**src/design/memStagePkg.sv**
```systemverilog
package memStagePkg;

	//////////////////////////////////////////////////
	// widths fixed by the instruction set
	//////////////////////////////////////////////////

	// one data or address word
	localparam int wordWidth = 32;

	// register numbers are one nibble
	localparam int registerSelectWidth = 4;

	typedef logic [wordWidth-1:0] word_t;
	typedef logic [registerSelectWidth-1:0] regSelect_t;

	// moves aimed at the link register are not written back from here
	localparam regSelect_t linkRegister = regSelect_t'(14);

	//////////////////////////////////////////////////
	// operation encodings
	//////////////////////////////////////////////////

	// main operation of the latched instruction
	typedef enum logic [3:0]
	{
		opNull            = 4'd0,
		opMovMain         = 4'd1,
		opMovSimple       = 4'd2,
		opLoadMainWord    = 4'd3,
		opLoadMainByte    = 4'd4,
		opLoadSimpleWord  = 4'd5,
		opLoadSimpleByte  = 4'd6,
		opStoreMainWord   = 4'd7,
		opStoreMainByte   = 4'd8,
		opStoreSimpleWord = 4'd9,
		opStoreSimpleByte = 4'd10,
		opBlank           = 4'd11
	} memOp_t;

	// secondary op, only ever a move to the third bus
	typedef enum logic [1:0]
	{
		simpleNull      = 2'd0,
		simpleMovMain   = 2'd1,
		simpleMovSimple = 2'd2
	} simpleOp_t;

endpackage

```
**src/design/memStageIf.sv**
```systemverilog
`timescale 1ns/10ps

// latched instruction as seen by the rest of the stage
interface memStageIf import memStagePkg::*; ();

	memOp_t memOp;
	simpleOp_t simpleOp;
	word_t aluResult;
	word_t simpleAluResult;
	regSelect_t targetRegister;
	regSelect_t simpleTargetRegister;
	word_t storedValue;
	logic isLoadToPc;
	logic thumbState;

	modport stage
	(
		output memOp, simpleOp, aluResult, simpleAluResult, targetRegister,
		output simpleTargetRegister, storedValue, isLoadToPc, thumbState
	);

	// cache side only needs the main op, addresses and store data
	modport access
	(
		input memOp, aluResult, simpleAluResult, targetRegister, storedValue
	);

	modport writeback
	(
		input simpleOp, aluResult, simpleAluResult, targetRegister,
		input simpleTargetRegister, isLoadToPc, thumbState
	);

endinterface

// results of the data access for this cycle
interface accessResultIf import memStagePkg::*; ();

	logic mainWriteEnable;
	word_t mainWriteValue;
	logic ownCanGo;
	logic loadDone;

	modport producer (output mainWriteEnable, mainWriteValue, ownCanGo, loadDone);
	modport consumer (input mainWriteEnable, mainWriteValue, ownCanGo, loadDone);
	modport stall (input ownCanGo);

endinterface

```
**src/design/dataAccessUnit.sv**
```systemverilog
`timescale 1ns/10ps

module dataAccessUnit import memStagePkg::*;
(
	memStageIf.access access,
	accessResultIf.producer result,
	input logic dataCacheWait,
	input word_t dataBusIn,
	output word_t accessAddress,
	output word_t dataBusOut,
	output logic accessRequest,
	output logic accessWrite,
	output logic accessByte
);

	logic isLoad;
	logic isStore;
	logic isByte;
	logic useSimpleAddress;

	//////////////////////////////////////////////////
	// decode of the main operation
	//////////////////////////////////////////////////

	always_comb
	begin
		isLoad = 1'b0;
		isStore = 1'b0;
		isByte = 1'b0;
		useSimpleAddress = 1'b0;
		case (access.memOp)
			opLoadMainWord:
			begin
				isLoad = 1'b1;
			end
			opLoadMainByte:
			begin
				isLoad = 1'b1;
				isByte = 1'b1;
			end
			opLoadSimpleWord:
			begin
				isLoad = 1'b1;
				useSimpleAddress = 1'b1;
			end
			opLoadSimpleByte:
			begin
				isLoad = 1'b1;
				isByte = 1'b1;
				useSimpleAddress = 1'b1;
			end
			opStoreMainWord:
			begin
				isStore = 1'b1;
			end
			opStoreMainByte:
			begin
				isStore = 1'b1;
				isByte = 1'b1;
			end
			opStoreSimpleWord:
			begin
				isStore = 1'b1;
				useSimpleAddress = 1'b1;
			end
			opStoreSimpleByte:
			begin
				isStore = 1'b1;
				isByte = 1'b1;
				useSimpleAddress = 1'b1;
			end
			default:
			begin
				isLoad = 1'b0;
			end
		endcase
	end

	// cache request, address is zero when idle
	assign accessRequest = isLoad | isStore;
	assign accessWrite = isStore;
	assign accessByte = isByte;
	assign accessAddress = !accessRequest ? '0 :
		(useSimpleAddress ? access.simpleAluResult : access.aluResult);

	// only stores put anything on the outgoing bus
	assign dataBusOut = isStore ? access.storedValue : '0;

	// hold the instruction while the cache is busy with it
	assign result.ownCanGo = ~(accessRequest & dataCacheWait);
	assign result.loadDone = isLoad & ~dataCacheWait;

	//////////////////////////////////////////////////
	// main result
	//////////////////////////////////////////////////

	always_comb
	begin
		result.mainWriteEnable = 1'b0;
		result.mainWriteValue = '0;
		case (access.memOp)
			opMovMain:
			begin
				result.mainWriteValue = access.aluResult;
				result.mainWriteEnable = access.targetRegister != linkRegister;
			end
			opMovSimple:
			begin
				result.mainWriteValue = access.simpleAluResult;
				result.mainWriteEnable = access.targetRegister != linkRegister;
			end
			opLoadMainWord, opLoadMainByte, opLoadSimpleWord, opLoadSimpleByte:
			begin
				// data is only valid once wait has dropped
				result.mainWriteValue = dataBusIn;
				result.mainWriteEnable = ~dataCacheWait;
			end
			default:
			begin
				// stores, blanks and bubbles write nothing
				result.mainWriteEnable = 1'b0;
			end
		endcase
	end

endmodule

```
**src/design/memStage.sv**
```systemverilog
`timescale 1ns/10ps

module memStage import memStagePkg::*;
(
	input logic clock,
	input logic reset,

	// from execute
	input logic aluValid,
	input word_t aluResult,
	input word_t simpleAluResult,
	input word_t storedValue,
	input memOp_t memOp,
	input simpleOp_t simpleOp,
	input regSelect_t targetRegister,
	input regSelect_t simpleTargetRegister,
	input logic isLoadToPc,
	input logic thumbState,

	// stall levels
	input logic wbCanGo,
	output logic memOwnCanGo,

	// data cache
	output word_t accessAddress,
	output logic accessRequest,
	output logic accessWrite,
	output logic accessByte,
	input logic dataCacheWait,
	input word_t dataBusIn,
	output word_t dataBusOut,

	// register write buses
	output word_t writeBus,
	output logic writeRegisterEnable,
	output regSelect_t writeRegisterNumber,
	output word_t thirdWriteBus,
	output logic thirdWriteRegisterEnable,
	output regSelect_t thirdWriteRegisterNumber,

	// fetch redirect
	output logic changePc,
	output word_t newPc
);

	memStageIf stageBus ();
	accessResultIf accessResult ();

	memStageRegister stageRegister
	(
		.clock(clock),
		.reset(reset),
		.aluValid(aluValid),
		.wbCanGo(wbCanGo),
		.changePc(changePc),
		.aluResult(aluResult),
		.simpleAluResult(simpleAluResult),
		.storedValue(storedValue),
		.memOp(memOp),
		.simpleOp(simpleOp),
		.targetRegister(targetRegister),
		.simpleTargetRegister(simpleTargetRegister),
		.isLoadToPc(isLoadToPc),
		.thumbState(thumbState),
		.stage(stageBus.stage),
		.result(accessResult.stall)
	);

	dataAccessUnit accessUnit
	(
		.access(stageBus.access),
		.result(accessResult.producer),
		.dataCacheWait(dataCacheWait),
		.dataBusIn(dataBusIn),
		.accessAddress(accessAddress),
		.dataBusOut(dataBusOut),
		.accessRequest(accessRequest),
		.accessWrite(accessWrite),
		.accessByte(accessByte)
	);

	// changePc also loops back to the stage register to drop the next op
	writebackDriver wbDriver
	(
		.writeback(stageBus.writeback),
		.result(accessResult.consumer),
		.writeBus(writeBus),
		.thirdWriteBus(thirdWriteBus),
		.writeRegisterEnable(writeRegisterEnable),
		.thirdWriteRegisterEnable(thirdWriteRegisterEnable),
		.writeRegisterNumber(writeRegisterNumber),
		.thirdWriteRegisterNumber(thirdWriteRegisterNumber),
		.changePc(changePc),
		.newPc(newPc)
	);

	assign memOwnCanGo = accessResult.ownCanGo;

endmodule

```
**src/design/memStageRegister.sv**
```systemverilog
`timescale 1ns/10ps

module memStageRegister import memStagePkg::*;
(
	input logic clock,
	input logic reset,
	input logic aluValid,
	input logic wbCanGo,
	input logic changePc,
	input word_t aluResult,
	input word_t simpleAluResult,
	input word_t storedValue,
	input memOp_t memOp,
	input simpleOp_t simpleOp,
	input regSelect_t targetRegister,
	input regSelect_t simpleTargetRegister,
	input logic isLoadToPc,
	input logic thumbState,
	memStageIf.stage stage,
	accessResultIf.stall result
);

	logic accept;
	logic take;

	memOp_t heldMemOp;
	simpleOp_t heldSimpleOp;
	logic heldIsLoadToPc;

	word_t heldAluResult;
	word_t heldSimpleAluResult;
	word_t heldStoredValue;
	regSelect_t heldTargetRegister;
	regSelect_t heldSimpleTargetRegister;
	logic heldThumbState;

	// stage advances only if writeback and the access itself can both move
	assign accept = wbCanGo & result.ownCanGo;

	// drop whatever follows a load into the pc
	assign take = accept & aluValid & ~changePc;

	//////////////////////////////////////////////////
	// control part, bubble after reset
	//////////////////////////////////////////////////

	always_ff @(posedge clock or negedge reset)
	begin
		if (!reset)
		begin
			heldMemOp <= opNull;
			heldSimpleOp <= simpleNull;
			heldIsLoadToPc <= 1'b0;
		end
		else if (accept)
		begin
			if (take)
			begin
				heldMemOp <= memOp;
				heldSimpleOp <= simpleOp;
				heldIsLoadToPc <= isLoadToPc;
			end
			else
			begin
				// execute had nothing, or a redirect is pending
				heldMemOp <= opNull;
				heldSimpleOp <= simpleNull;
				heldIsLoadToPc <= 1'b0;
			end
		end
	end

	// operands, only meaningful next to a live op
	always_ff @(posedge clock)
	begin
		if (take)
		begin
			heldAluResult <= aluResult;
			heldSimpleAluResult <= simpleAluResult;
			heldStoredValue <= storedValue;
			heldTargetRegister <= targetRegister;
			heldSimpleTargetRegister <= simpleTargetRegister;
			heldThumbState <= thumbState;
		end
	end

	assign stage.memOp = heldMemOp;
	assign stage.simpleOp = heldSimpleOp;
	assign stage.isLoadToPc = heldIsLoadToPc;
	assign stage.aluResult = heldAluResult;
	assign stage.simpleAluResult = heldSimpleAluResult;
	assign stage.storedValue = heldStoredValue;
	assign stage.targetRegister = heldTargetRegister;
	assign stage.simpleTargetRegister = heldSimpleTargetRegister;
	assign stage.thumbState = heldThumbState;

endmodule

```
**src/design/writebackDriver.sv**
```systemverilog
`timescale 1ns/10ps

module writebackDriver import memStagePkg::*;
(
	memStageIf.writeback writeback,
	accessResultIf.consumer result,
	output word_t writeBus,
	output word_t thirdWriteBus,
	output logic writeRegisterEnable,
	output logic thirdWriteRegisterEnable,
	output regSelect_t writeRegisterNumber,
	output regSelect_t thirdWriteRegisterNumber,
	output logic changePc,
	output word_t newPc
);

	word_t simpleValue;
	word_t loadedWord;

	//////////////////////////////////////////////////
	// first write bus
	//////////////////////////////////////////////////

	assign writeBus = result.mainWriteValue;
	assign writeRegisterEnable = result.mainWriteEnable;
	assign writeRegisterNumber = writeback.targetRegister;

	//////////////////////////////////////////////////
	// third write bus for the simple op
	//////////////////////////////////////////////////

	always_comb
	begin
		case (writeback.simpleOp)
			simpleMovMain:
			begin
				simpleValue = writeback.aluResult;
			end
			simpleMovSimple:
			begin
				simpleValue = writeback.simpleAluResult;
			end
			default:
			begin
				simpleValue = '0;
			end
		endcase
	end

	assign thirdWriteBus = simpleValue;
	assign thirdWriteRegisterNumber = writeback.simpleTargetRegister;

	// written once, when the whole instruction leaves
	assign thirdWriteRegisterEnable = result.ownCanGo & (writeback.simpleOp != simpleNull);

	//////////////////////////////////////////////////
	// load into the pc
	//////////////////////////////////////////////////

	// the main value is the load data whenever loadDone is high
	assign loadedWord = result.mainWriteValue;

	assign changePc = result.loadDone & writeback.isLoadToPc;

	// halfword aligned, bit 1 kept only in thumb state
	assign newPc = {loadedWord[wordWidth-1:2], loadedWord[1] & writeback.thumbState, 1'b0};

endmodule

```
**config.mk**
```make
export PLATFORM = sky130hd
export DESIGN_NAME = memStage
export DESIGN_NICKNAME = d
export VERILOG_FILES = /design/src/design/memStagePkg.sv /design/src/design/memStageIf.sv /design/src/design/dataAccessUnit.sv /design/src/design/memStage.sv /design/src/design/memStageRegister.sv /design/src/design/writebackDriver.sv
export SDC_FILE = /design/constraint.sdc
export NUM_CORES = 1
export LEC_CHECK = 0
export ABC_CLOCK_PERIOD_IN_PS = 11450
export BUFFER_PORTS_ARGS = -buffer_cell sky130_fd_sc_hd__buf_2
export CORE_AREA = 2 2 127 129
export DETAILED_ROUTE_END_ITERATION = 6
export DIE_AREA = 0 0 129 131
export PLACE_DENSITY = 0.74
export SLEW_MARGIN = 40
export SYNTH_ARGS = -nofsm -noshare
export SYNTH_HDL_FRONTEND = slang
export SYNTH_SLANG_ARGS = --single-unit
```
**constraint.sdc**
```tcl
create_clock -name clock -period 11.45 [get_ports clock]
set_input_delay 0.5725 -clock clock [delete_from_list [all_inputs] [get_ports clock]]
set_output_delay 0.5725 -clock clock [all_outputs]
set_load 0.01 [all_outputs]
```
==> run_results.csv, run 1 <==
group,metric,value,unit
status,outcome,"finished clean",
pwr,seq_power_share,35.5,%
clock_network,hold_buffers,0,
timing,max_clock_freq,290.9,MHz
timing,slew_headroom,45.01,%
global_routing,grt_antenna_before_repair,2,
synth,synth_area_per_cell,11.43,um^2
pwr,switchingPower,564.4,uW
worst_setup_path,r2r-start,"stageRegister.stage.memOp[0]",
clock_network,clkLatencyLatePin,0.35,ns
placed_design,pre_cts_slack,8.328,ns
pwr,p_sw_share,38.75,%
detailed_routing,dr.pass1.iters,5,
detailed_routing,vias,4981,
pwr,clockPowerShare,21.8,%
timing,rsz0062_at_grt,"false",
clock_network,cts_buffer_depth,2,
worst_setup_path,worstSetupEndpointType,"output port",
floorplanning,die_width,129,um
global_routing,grt_max_degree,58,
worst_setup_path,cpLargestDelayFamily,"simple AND/OR/NAND/NOR gates",
synth,yosysTopAreaCell,"edfxtp_1",
finish,final_common_cell,"buf_2",
worst_hold_path,holdCritPathClass,"in2async",
synth,syn_inst,493,
synth,synth_edf_count,105,
floorplanning,die_area,16900,um^2
floorplanning,core_area,15600,um^2
pwr,cellLeakagePower,0.003646,uW
synth,synth.area.top_cells,"edfxtp_1 (56%), a222oi_1 (5.5%), nand2_1 (4.9%)",
finish,area.growth.synth_to_final,34.64,%
timing,finalHoldViolCount,0,
global_routing,grt_pass1_wl,24.81,mm
synth,yosysSeqAreaShare,59.06,%
clock_network,post_cts_buffers,0,
pwr,p_int,892.3,uW
worst_setup_path,path_max_fanout,23,
synth,synth_area,5635,um^2
finish,final_cells,990,
detailed_routing,drc_errors,0,
clock_network,cts_resized,0,
floorplanning,ios,324,
placed_design,place_inst,973,
timing,fin_ws,8.012,ns
floorplanning,start_util,36.13,%
timing,finalSetupViolCount,0,
worst_setup_path,critical_path_buf_inv_count,3,
detailed_routing,final_antenna_net_count,0,
finish,drive_above_1_share,47.16,%
worst_setup_path,arrival,2.87,ns
global_routing,grt-ovfl-total,0,
floorplanning,rows,46,
flow_run,maxCapViolations,0,
placed_design,gp_congestion,0.8217,
clock_network,h-tree-depth,3,
finish,most-common-layout-cells,"buf_2 (322), edfxtp_1 (105), nand2_1 (73), inv_1 (36)",
synth,synth_ff_type,"edfxtp_1",
clock_network,clock_sinks,112,
timing,finalMaxSlewViolations,0,
synth,ys_warn_count,0,
global_routing,grt_pass1_vias,4777,
clock_network,cts_tree,"yes",
worst_setup_path,crit_chain,"or2_1, nor3b_2, buf_4, a222oi_1, inv_1, buf_2",
synth,ys_ff_latch,112,
detailed_routing,wl_per_cell,17.84,um
clock_network,numCtsBuffers,9,
finish,antenna_cells,0,
synth,synth.distinct_cells,35,
detailed_routing,via_per_inst,5.031,
floorplanning,die-height,131,um
clock_network,root_buffer,"clkbuf_16",
worst_setup_path,reg2reg_slack,8.61,ns
clock_network,path_clk_slew,0.08,ns
timing,fin_crit,3.438,ns
pwr,pwr-share-comb,42.6,%
timing,fin_crit_sh,30.03,%
timing,setup_tns,0,ns
placed_design,place_area,7253,um^2
pwr,powerDensity,192.0,nW/um^2
worst_setup_path,slowest_delay,0.68,ns
worst_setup_path,slowest_stage,"nor3b_2",
placed_design,numPortBuffers,322,
pwr,peakVddDrop,0.09925,mV
detailed_routing,dr.first_iter.drc_count,378,
worst_setup_path,start_kind,"flip-flop",
finish,fin_area,7587,um^2
finish,nets,921,
finish,utilization,48.64,%
detailed_routing,drt-total-wl,17.66,mm
worst_setup_path,r2r_cells,5,
worst_setup_path,required,10.88,ns
finish,n_fill_cell,1468,
synth,synth_nets,645,
worst_setup_path,timing_worst_setup_path_type,"reg2out",
synth,synth-async-reset-ratio,6.250,%
timing,clock_skew,0.009613,ns
placed_design,hpwl,12.89,mm
synth,synth_top_area_share,55.95,%
timing,worstMarginPinSlew,0.8213,ns
worst_setup_path,reg2reg_to,"stageRegister.stage.aluResult[22]",
global_routing,globalRouteTotalUtil,19.54,%
==> power by group through the flow <==
stage	Combinational, uW	Sequential [uW]	Clock, uW
after floorplan	397	522	0
after global routing	677	523	338
after detailed placement	615	527	0
final	621	518	318
after CTS	617	518	327
after global placement	603	525	0
==> metal layers <==
metal / vias to the layer above / GRT usage (%) / wire [um]
met1: 2330 / 21.97 / 6471
met3: 26 / 7.044 / 1920
met4: 0 / 5.307 / 329
li1: 2296 / - / -
met2: 329 / 35.17 / 8940
met5: - / 0 / 0
==> synthesized netlist by cell type (2+ instances only) <==
cell        n
buf_6       2
clkbuf_1   20
dfrtp_1     7
nor2_1      8
a222oi_1   31
and2_1     33
edfxtp_1  105
buf_2      12
nand3b_1    5
a21oi_1    34
nor3b_1     3
nand2_1    73
a22oi_1    32
ha_1        3
mux2_2      4
xnor2_1     2
nor2b_1    32
mux2i_1     4
inv_1      36
buf_4      32
==> registers in the layout (all words and copies together) (netlist names) <==
signal,flops
stageRegister.stage.aluResult,32
stageRegister.stage.isLoadToPc,1
stageRegister.stage.memOp,4
stageRegister.stage.simpleAluResult,32
stageRegister.stage.simpleOp,2
stageRegister.stage.simpleTargetRegister,4
stageRegister.stage.storedValue,32
stageRegister.stage.targetRegister,4
stageRegister.stage.thumbState,1
==> through the flow <==
| step | power (uW) | hold slack, ns |
|---|---|---|
| 2_1_floorplan | 919.7 | 0.2769 |
| 3_3_place_gp | 1129 | 0.4155 |
| 3_5_place_dp | 1142 | 0.4169 |
| 4_1_cts | 1462 | 0.02754 |
| 5_1_grt | 1538 | 0.03025 |
| 6_report | 1457 | 0.03863 |
==> kinds of logic (layout without fill, tap and decap cells) <==
group,Yosys count,in the layout,synth area share (%)
xor+xnor,3,3,0.4663
flops,112,112,59.06
simple gates,158,158,14.43
mux,8,8,1.510
compound gates,105,105,14.28
buf+inv,103,384,9.525
fa+ha+maj,3,3,0.6661
other cells,1,1,0.06654
==> cell type report <==
class / count / area (um^2) / area share (%)
clock buffers: 9 / 225.2 / 2.968
flip-flops and latches: 112 / 3328 / 43.87
well taps: 216 / 270.3 / 3.562
clock inverters: 7 / 81.33 / 1.072
multi-input cells: 278 / 1826 / 24.06
inverters: 36 / 135.1 / 1.781
repair buffers: 332 / 1722 / 22.69
==> how the worst max path moves through the flow <==
stage | start | to | slack [ns] | cells after the start
floorplan | stageRegister.stage.memOp[1] | stageRegister.stage.aluResult[0] | 1.86 | 5
global placement | stageRegister.stage.memOp[0] | stageRegister.stage.simpleTargetRegister[1] | 8.20 | 5
detailed placement | stageRegister.stage.memOp[3] | writeBus[31] | 8.33 | 6
CTS | stageRegister.stage.memOp[3] | writeBus[31] | 7.94 | 6
global route | stageRegister.stage.memOp[3] | newPc[31] | 7.87 | 6
finish | stageRegister.stage.memOp[3] | writeBus[31] | 8.01 | 6
Note: power is estimated with default switching activity, not from simulation.
==> inputs of run 2 (changes only) <==
Settings changed: ABC_AREA from default to 1, ABC_CLOCK_PERIOD_IN_PS 11450 to 3000, CORE_AREA 2 2 127 129 to 2 2 125 127, DIE_AREA 0 0 129 131 to 0 0 127 129, PLACE_DENSITY 0.74 to 0.79.
Clock period 11.45 ns to 3 ns, I/O delays scaled along.
==> run_results.csv, run 2 <==
group,metric,value,unit
pwr,seq_power_share,39.4,%
synth,yosysTopAreaCell,"edfxtp_1",
detailed_routing,vias,5738,
clock_network,clkLatencyLatePin,0.35,ns
timing,worstMarginPinSlew,0.7971,ns
timing,max_clock_freq,390.3,MHz
detailed_routing,drc_errors,0,
synth,ys_warn_count,0,
synth,ys_ff_latch,112,
worst_hold_path,holdCritPathClass,"in2reg",
timing,slew_headroom,46.86,%
finish,most-common-layout-cells,"buf_2 (322), nand2_1 (154), dlygate4sd3_1 (105), edfxtp_1 (105), inv_1 (71)",
timing,rsz0062_at_grt,"false",
global_routing,grt_pass1_vias,5712,
timing,fin_crit_sh,85.41,%
pwr,cellLeakagePower,0.004083,uW
global_routing,grt_pass1_wl,28.50,mm
finish,nets,1137,
synth,syn_inst,596,
clock_network,clock_sinks,112,
placed_design,numPortBuffers,322,
pwr,p_int,3104,uW
synth,yosysSeqAreaShare,59.38,%
clock_network,cts_tree,"yes",
floorplanning,die_area,16380,um^2
finish,fin_area,8544,um^2
synth,synth_area_per_cell,9.405,um^2
floorplanning,start_util,37.43,%
worst_setup_path,worstSetupEndpointType,"output port",
synth,synth_area,5605,um^2
clock_network,cts_buffer_depth,2,
clock_network,numCtsBuffers,9,
synth,synth_top_area_share,56.25,%
pwr,switchingPower,1731,uW
finish,area.growth.synth_to_final,52.43,%
detailed_routing,wl_per_cell,16.19,um
pwr,clockPowerShare,23.8,%
worst_setup_path,r2r-start,"stageRegister.stage.memOp[1]",
pwr,pwr-share-comb,36.8,%
clock_network,path_clk_slew,0.08,ns
clock_network,root_buffer,"clkbuf_16",
timing,setup_tns,0,ns
floorplanning,ios,324,
pwr,powerDensity,565.8,nW/um^2
synth,synth.distinct_cells,24,
placed_design,gp_congestion,0.8576,
detailed_routing,via_per_inst,4.871,
clock_network,h-tree-depth,3,
detailed_routing,dr.first_iter.drc_count,367,
finish,multi_input_area,1663,um^2
global_routing,grt_antenna_before_repair,0,
global_routing,grt-ovfl-total,0,
timing,fin_crit,2.562,ns
floorplanning,die-height,129,um
floorplanning,rows,45,
worst_hold_path,hp-start,"storedValue[0]",
global_routing,grt_max_degree,64,
global_routing,globalRouteTotalUtil,22.58,%
timing,finalSetupViolCount,0,
worst_setup_path,cp-startpoint,"stageRegister.stage.memOp[1]",
synth,synth_edf_count,105,
finish,n_fill_cell,1285,
timing,hold-worst-slack,0.02429,ns
synth,synth_ff_type,"edfxtp_1",
floorplanning,core_area,14980,um^2
floorplanning,die_width,127,um
synth,synth.area.top_cells,"edfxtp_1 (56%), nand2_1 (10%), a21oi_1 (5.9%)",
synth,synth_most_common_cell,"nand2_1",
synth,synth-async-reset-ratio,6.250,%
finish,regArea,3328,um^2
worst_setup_path,required,2.85,ns
detailed_routing,dr.pass1.iters,5,
finish,utilization,57.05,%
timing,clock_skew,0.01367,ns
status,outcome,"finished clean",
worst_setup_path,path_max_fanout,34,
placed_design,hpwl,12.99,mm
timing,finalMaxSlewViolations,0,
clock_network,cts_resized,0,
finish,final_common_cell,"buf_2",
worst_setup_path,timing_worst_setup_path_type,"reg2out",
finish,drive_above_1_share,36.87,%
placed_design,place_area,7209,um^2
pwr,p_sw_share,35.80,%
detailed_routing,drt-total-wl,19.07,mm
worst_setup_path,start_kind,"flip-flop",
pwr,peakVddDrop,0.3374,mV
timing,finalHoldViolCount,0,
synth,ys_top_cells_by_count,"nand2_1 (155), edfxtp_1 (105), inv_1 (71)",
detailed_routing,final_antenna_net_count,0,
finish,antenna_cells,0,
flow_run,maxCapViolations,0,
synth,synth_nets,748,
worst_setup_path,arrival,2.41,ns
## run 2: cell count changes in the layout (fill, tap and decap cells not counted), moves of 30 or more
cell,delta
nand2_1,+81
inv_1,+35
nor2_1,+30
and2_1,-32
a22oi_1,-32
a222oi_1,-31
nor2b_1,-32
o211ai_1,+30
a21oi_1,+33
dlygate4sd3_1,+105
## run 2: metal layers
metal  routed length, um  global-route usage (%)
met1                7136                   24.57
met4                 624                   10.02
met2                9760                   41.71
met3                1546                   5.613
met5                   0                       0
## run 2: power by group through the flow
stage	registers, uW	clock network, uW	logic, uW
after detailed placement	1940	0	1660
after global routing	1920	1240	1940
final	1910	1150	1780
after global placement	1930	0	1640
after floorplan	1930	0	1060
after CTS	1900	1180	1770
## run 2: cell type report
class                   count  area share (%)
clock buffers              10           2.680
clock inverters             6          0.6443
inverters                  75           3.295
multi-input cells         348           19.46
flip-flops and latches    112           38.95
well taps                 188           2.753
repair buffers            439           32.22
## run 2: final timing paths
| kind | endpoint | slack, ns | cells after the start |
|---|---|---|---|
| worst max-delay path | accessAddress[3] | 0.44 | 8 |
| worst min-delay path | stageRegister.stage.storedValue[0] | 0.02 | 1 |
| worst max register to register | stageRegister.stage.aluResult[21] | 0.70 | 9 |
| worst min register to register | stageRegister.stage.isLoadToPc | 0.49 | 2 |
| max in group asynchronous | stageRegister.stage.simpleOp[0] | 2.67 | 2 |
| min in group asynchronous | stageRegister.stage.isLoadToPc | 0.17 | 2 |
## run 2: what timing repair did
action / in CTS / in global routing
endpoints found under the hold margin: 111 / 0
setup buffers: 0 / 0
hold buffers: 105 / 0
setup endpoints to repair: 0 / 0
## run 2: worst max-delay path, cell delays in order, from the launching register on
cell and delay (ns):
dfrtp_1 0.44, nand2_2 0.11, inv_2 0.05, nor2_1 0.19
nand2_2 0.44, buf_4 0.42, o21ai_0 0.20, a21oi_1 0.05
buf_2 0.14
## run 2: cells by family after synthesis
logic type | count (synthesis) | synth area share [%]
other | 1 | 0.06690
DFF | 112 | 59.37
AOI/OAI and AO/OA | 130 | 13.21
and+or+nand+nor | 214 | 15.16
buffers and inverters | 136 | 11.52
adders and majority gates | 3 | 0.6697
## run 2: through the flow
step	instances	total power, uW	setup slack (ns)
floorplan	596	2994	-0.9698
global placement	1057	3574	0.8030
detailed placement	1057	3598	0.7304
CTS	1178	4857	0.4251
global route	1178	5102	0.1826
finish	1178	4834	0.4378
==> inputs of run 3 (changes only) <==
Settings changed: PLACE_DENSITY 0.79 to 0.77.
==> run_results.csv, run 3 (synthesized netlist as in run 2, its figures left out) <==
group,metric,value,unit
status,outcome,"finished clean",
detailed_routing,dr.first_iter.drc_count,467,
timing,slew_headroom,50.56,%
worst_setup_path,arrival,2.33,ns
clock_network,post_cts_buffers,0,
timing,rsz0062_at_grt,"false",
finish,nets,1135,
pwr,switchingPower,1763,uW
detailed_routing,wl_per_cell,16.54,um
pwr,p_int,3109,uW
worst_setup_path,r2r_cells,9,
timing,finalSetupViolCount,0,
timing,fin_crit_sh,82.72,%
clock_network,path_clk_slew,0.08,ns
worst_setup_path,critical_path_buf_inv_count,3,
worst_setup_path,crit_chain,"inv_1, ha_1, buf_4, nand2_1, a21oi_1, buf_2",
global_routing,grt-ovfl-total,0,
floorplanning,die_area,16380,um^2
finish,drive_above_1_share,36.74,%
floorplanning,ios,324,
global_routing,grt_max_degree,66,
worst_setup_path,path_max_fanout,20,
clock_network,numCtsBuffers,9,
clock_network,cts_tree,"yes",
pwr,powerDensity,569.5,nW/um^2
global_routing,grt_antenna_before_repair,1,
worst_setup_path,crit_cells,6,
clock_network,root_buffer,"clkbuf_16",
pwr,peakVddDrop,0.4338,mV
detailed_routing,via_per_inst,4.846,
detailed_routing,final_antenna_net_count,0,
pwr,clockPowerShare,23.7,%
clock_network,cts_buffer_depth,2,
floorplanning,start_util,37.43,%
worst_setup_path,slowest_delay,0.64,ns
finish,final_common_cell,"buf_2",
detailed_routing,drc_errors,0,
clock_network,clkLatencyLatePin,0.35,ns
clock_network,clock_sinks,112,
finish,area.growth.synth_to_final,52.59,%
placed_design,numPortBuffers,322,
floorplanning,core_area,14980,um^2
timing,setup_tns,0,ns
worst_setup_path,worstSetupEndpointType,"output port",
worst_hold_path,holdCritPathClass,"in2reg",
timing,clock_skew,0.01294,ns
global_routing,grt_pass1_wl,29.26,mm
detailed_routing,vias,5699,
global_routing,globalRouteTotalUtil,23.22,%
worst_hold_path,hold-path-cell-count,3,
timing,fin_crit,2.482,ns
timing,max_clock_freq,403.0,MHz
worst_setup_path,slowest_stage,"ha_1",
floorplanning,die_width,127,um
timing,finalMaxSlewViolations,0,
timing,hold-worst-slack,0.02657,ns
detailed_routing,dr.pass1.iters,5,
detailed_routing,drt-total-wl,19.45,mm
worst_setup_path,start_kind,"flip-flop",
global_routing,grt_pass1_vias,5734,
pwr,pwr-share-comb,37.3,%
flow_run,maxCapViolations,0,
worst_setup_path,required,2.85,ns
floorplanning,die-height,129,um
finish,most-common-layout-cells,"buf_2 (322), nand2_1 (154), dlygate4sd3_1 (105), edfxtp_1 (105), inv_1 (71)",
clock_network,h-tree-depth,3,
pwr,cellLeakagePower,0.004090,uW
placed_design,gp_congestion,0.9044,
timing,worstMarginPinSlew,0.7416,ns
floorplanning,rows,45,
worst_setup_path,cpLargestDelayFamily,"buffers and inverters",
placed_design,hpwl,12.80,mm
timing,finalHoldViolCount,0,
worst_setup_path,timing_worst_setup_path_type,"reg2out",
pwr,p_total,4871,uW
pwr,seq_power_share,39.1,%
finish,antenna_cells,0,
pwr,p_sw_share,36.18,%
[run 3: changes by cell type in the layout (fill, tap and decap cells not counted), sizes merged]
cell      before  now
buf          334  332
clkinvlp       2    0
clkinv         2    4
[run 3: final timing paths]
| kind | slack, ns | startpoint | end |
|---|---|---|---|
| min in group asynchronous | 0.16 | reset | stageRegister.stage.isLoadToPc |
| max | 0.52 | stageRegister.stage.simpleOp[1] | thirdWriteBus[6] |
| max in group asynchronous | 2.68 | reset | stageRegister.stage.memOp[1] |
| max reg2reg | 0.87 | stageRegister.stage.memOp[2] | stageRegister.stage.aluResult[15] |
| min | 0.03 | isLoadToPc | stageRegister.stage.isLoadToPc |
| min reg2reg | 0.51 | stageRegister.stage.isLoadToPc | stageRegister.stage.isLoadToPc |
[run 3: cell type report]
| type | count | area (um^2) |
|---|---|---|
| multi-input combinational | 348 | 1663 |
| inverter | 75 | 281.5 |
| timing repair buffer | 437 | 2763 |
| tap | 188 | 235.2 |
| fill | 1255 | 6424 |
| sequential | 112 | 3328 |
| clock buffer | 10 | 229.0 |
| clock inverter | 6 | 53.80 |
[run 3: power groups by stage]
stage / Sequential [uW] / Clock [uW] / Combinational (uW)
after global routing: 1920 / 1240 / 1980
final: 1900 / 1150 / 1820
after CTS: 1900 / 1170 / 1800
after detailed placement: 1940 / 0 / 1690
after global placement: 1930 / 0 / 1670
after floorplan: 1930 / 0 / 1060
[run 3: what timing repair did]
action / 4_1_cts / 5_1_grt
hold endpoints to repair: 111 / 0
resized for setup: 0 / 0
hold buffers: 105 / 0
[run 3: worst reg2reg max path, stage by stage, from the launching register on]
cell	delay, ns
dfrtp_1	0.39
inv_2	0.05
nand2_1	0.15
nand2_1	0.12
nand2_2	0.11
nand2_4	0.07
nand2_4	0.06
nand2_4	0.08
nor3_4	0.24
buf_4	0.47
[run 3: through the flow]
| step | instances | setup WS [ns] | utilization [%] | area (um^2) |
|---|---|---|---|---|
| finish | 1176 | 0.5185 | 57.11 | 8553 |
| global route | 1176 | 0.3871 | 57.11 | 8553 |
| CTS | 1176 | 0.5269 | 57.11 | 8553 |
| detailed placement | 1055 | 0.8761 | 48.20 | 7219 |
| global placement | 1055 | 0.9442 | 48.20 | 7219 |
| floorplan | 596 | -0.9698 | - | 5629 |
[run 3: routing by layer]
metal	track usage, %	vias up	wire [um]
met5	0	-	13
li1	-	2719	-
met1	25.39	2616	7020
met4	7.304	2	360
met3	7.568	35	1997
met2	42.85	327	10060
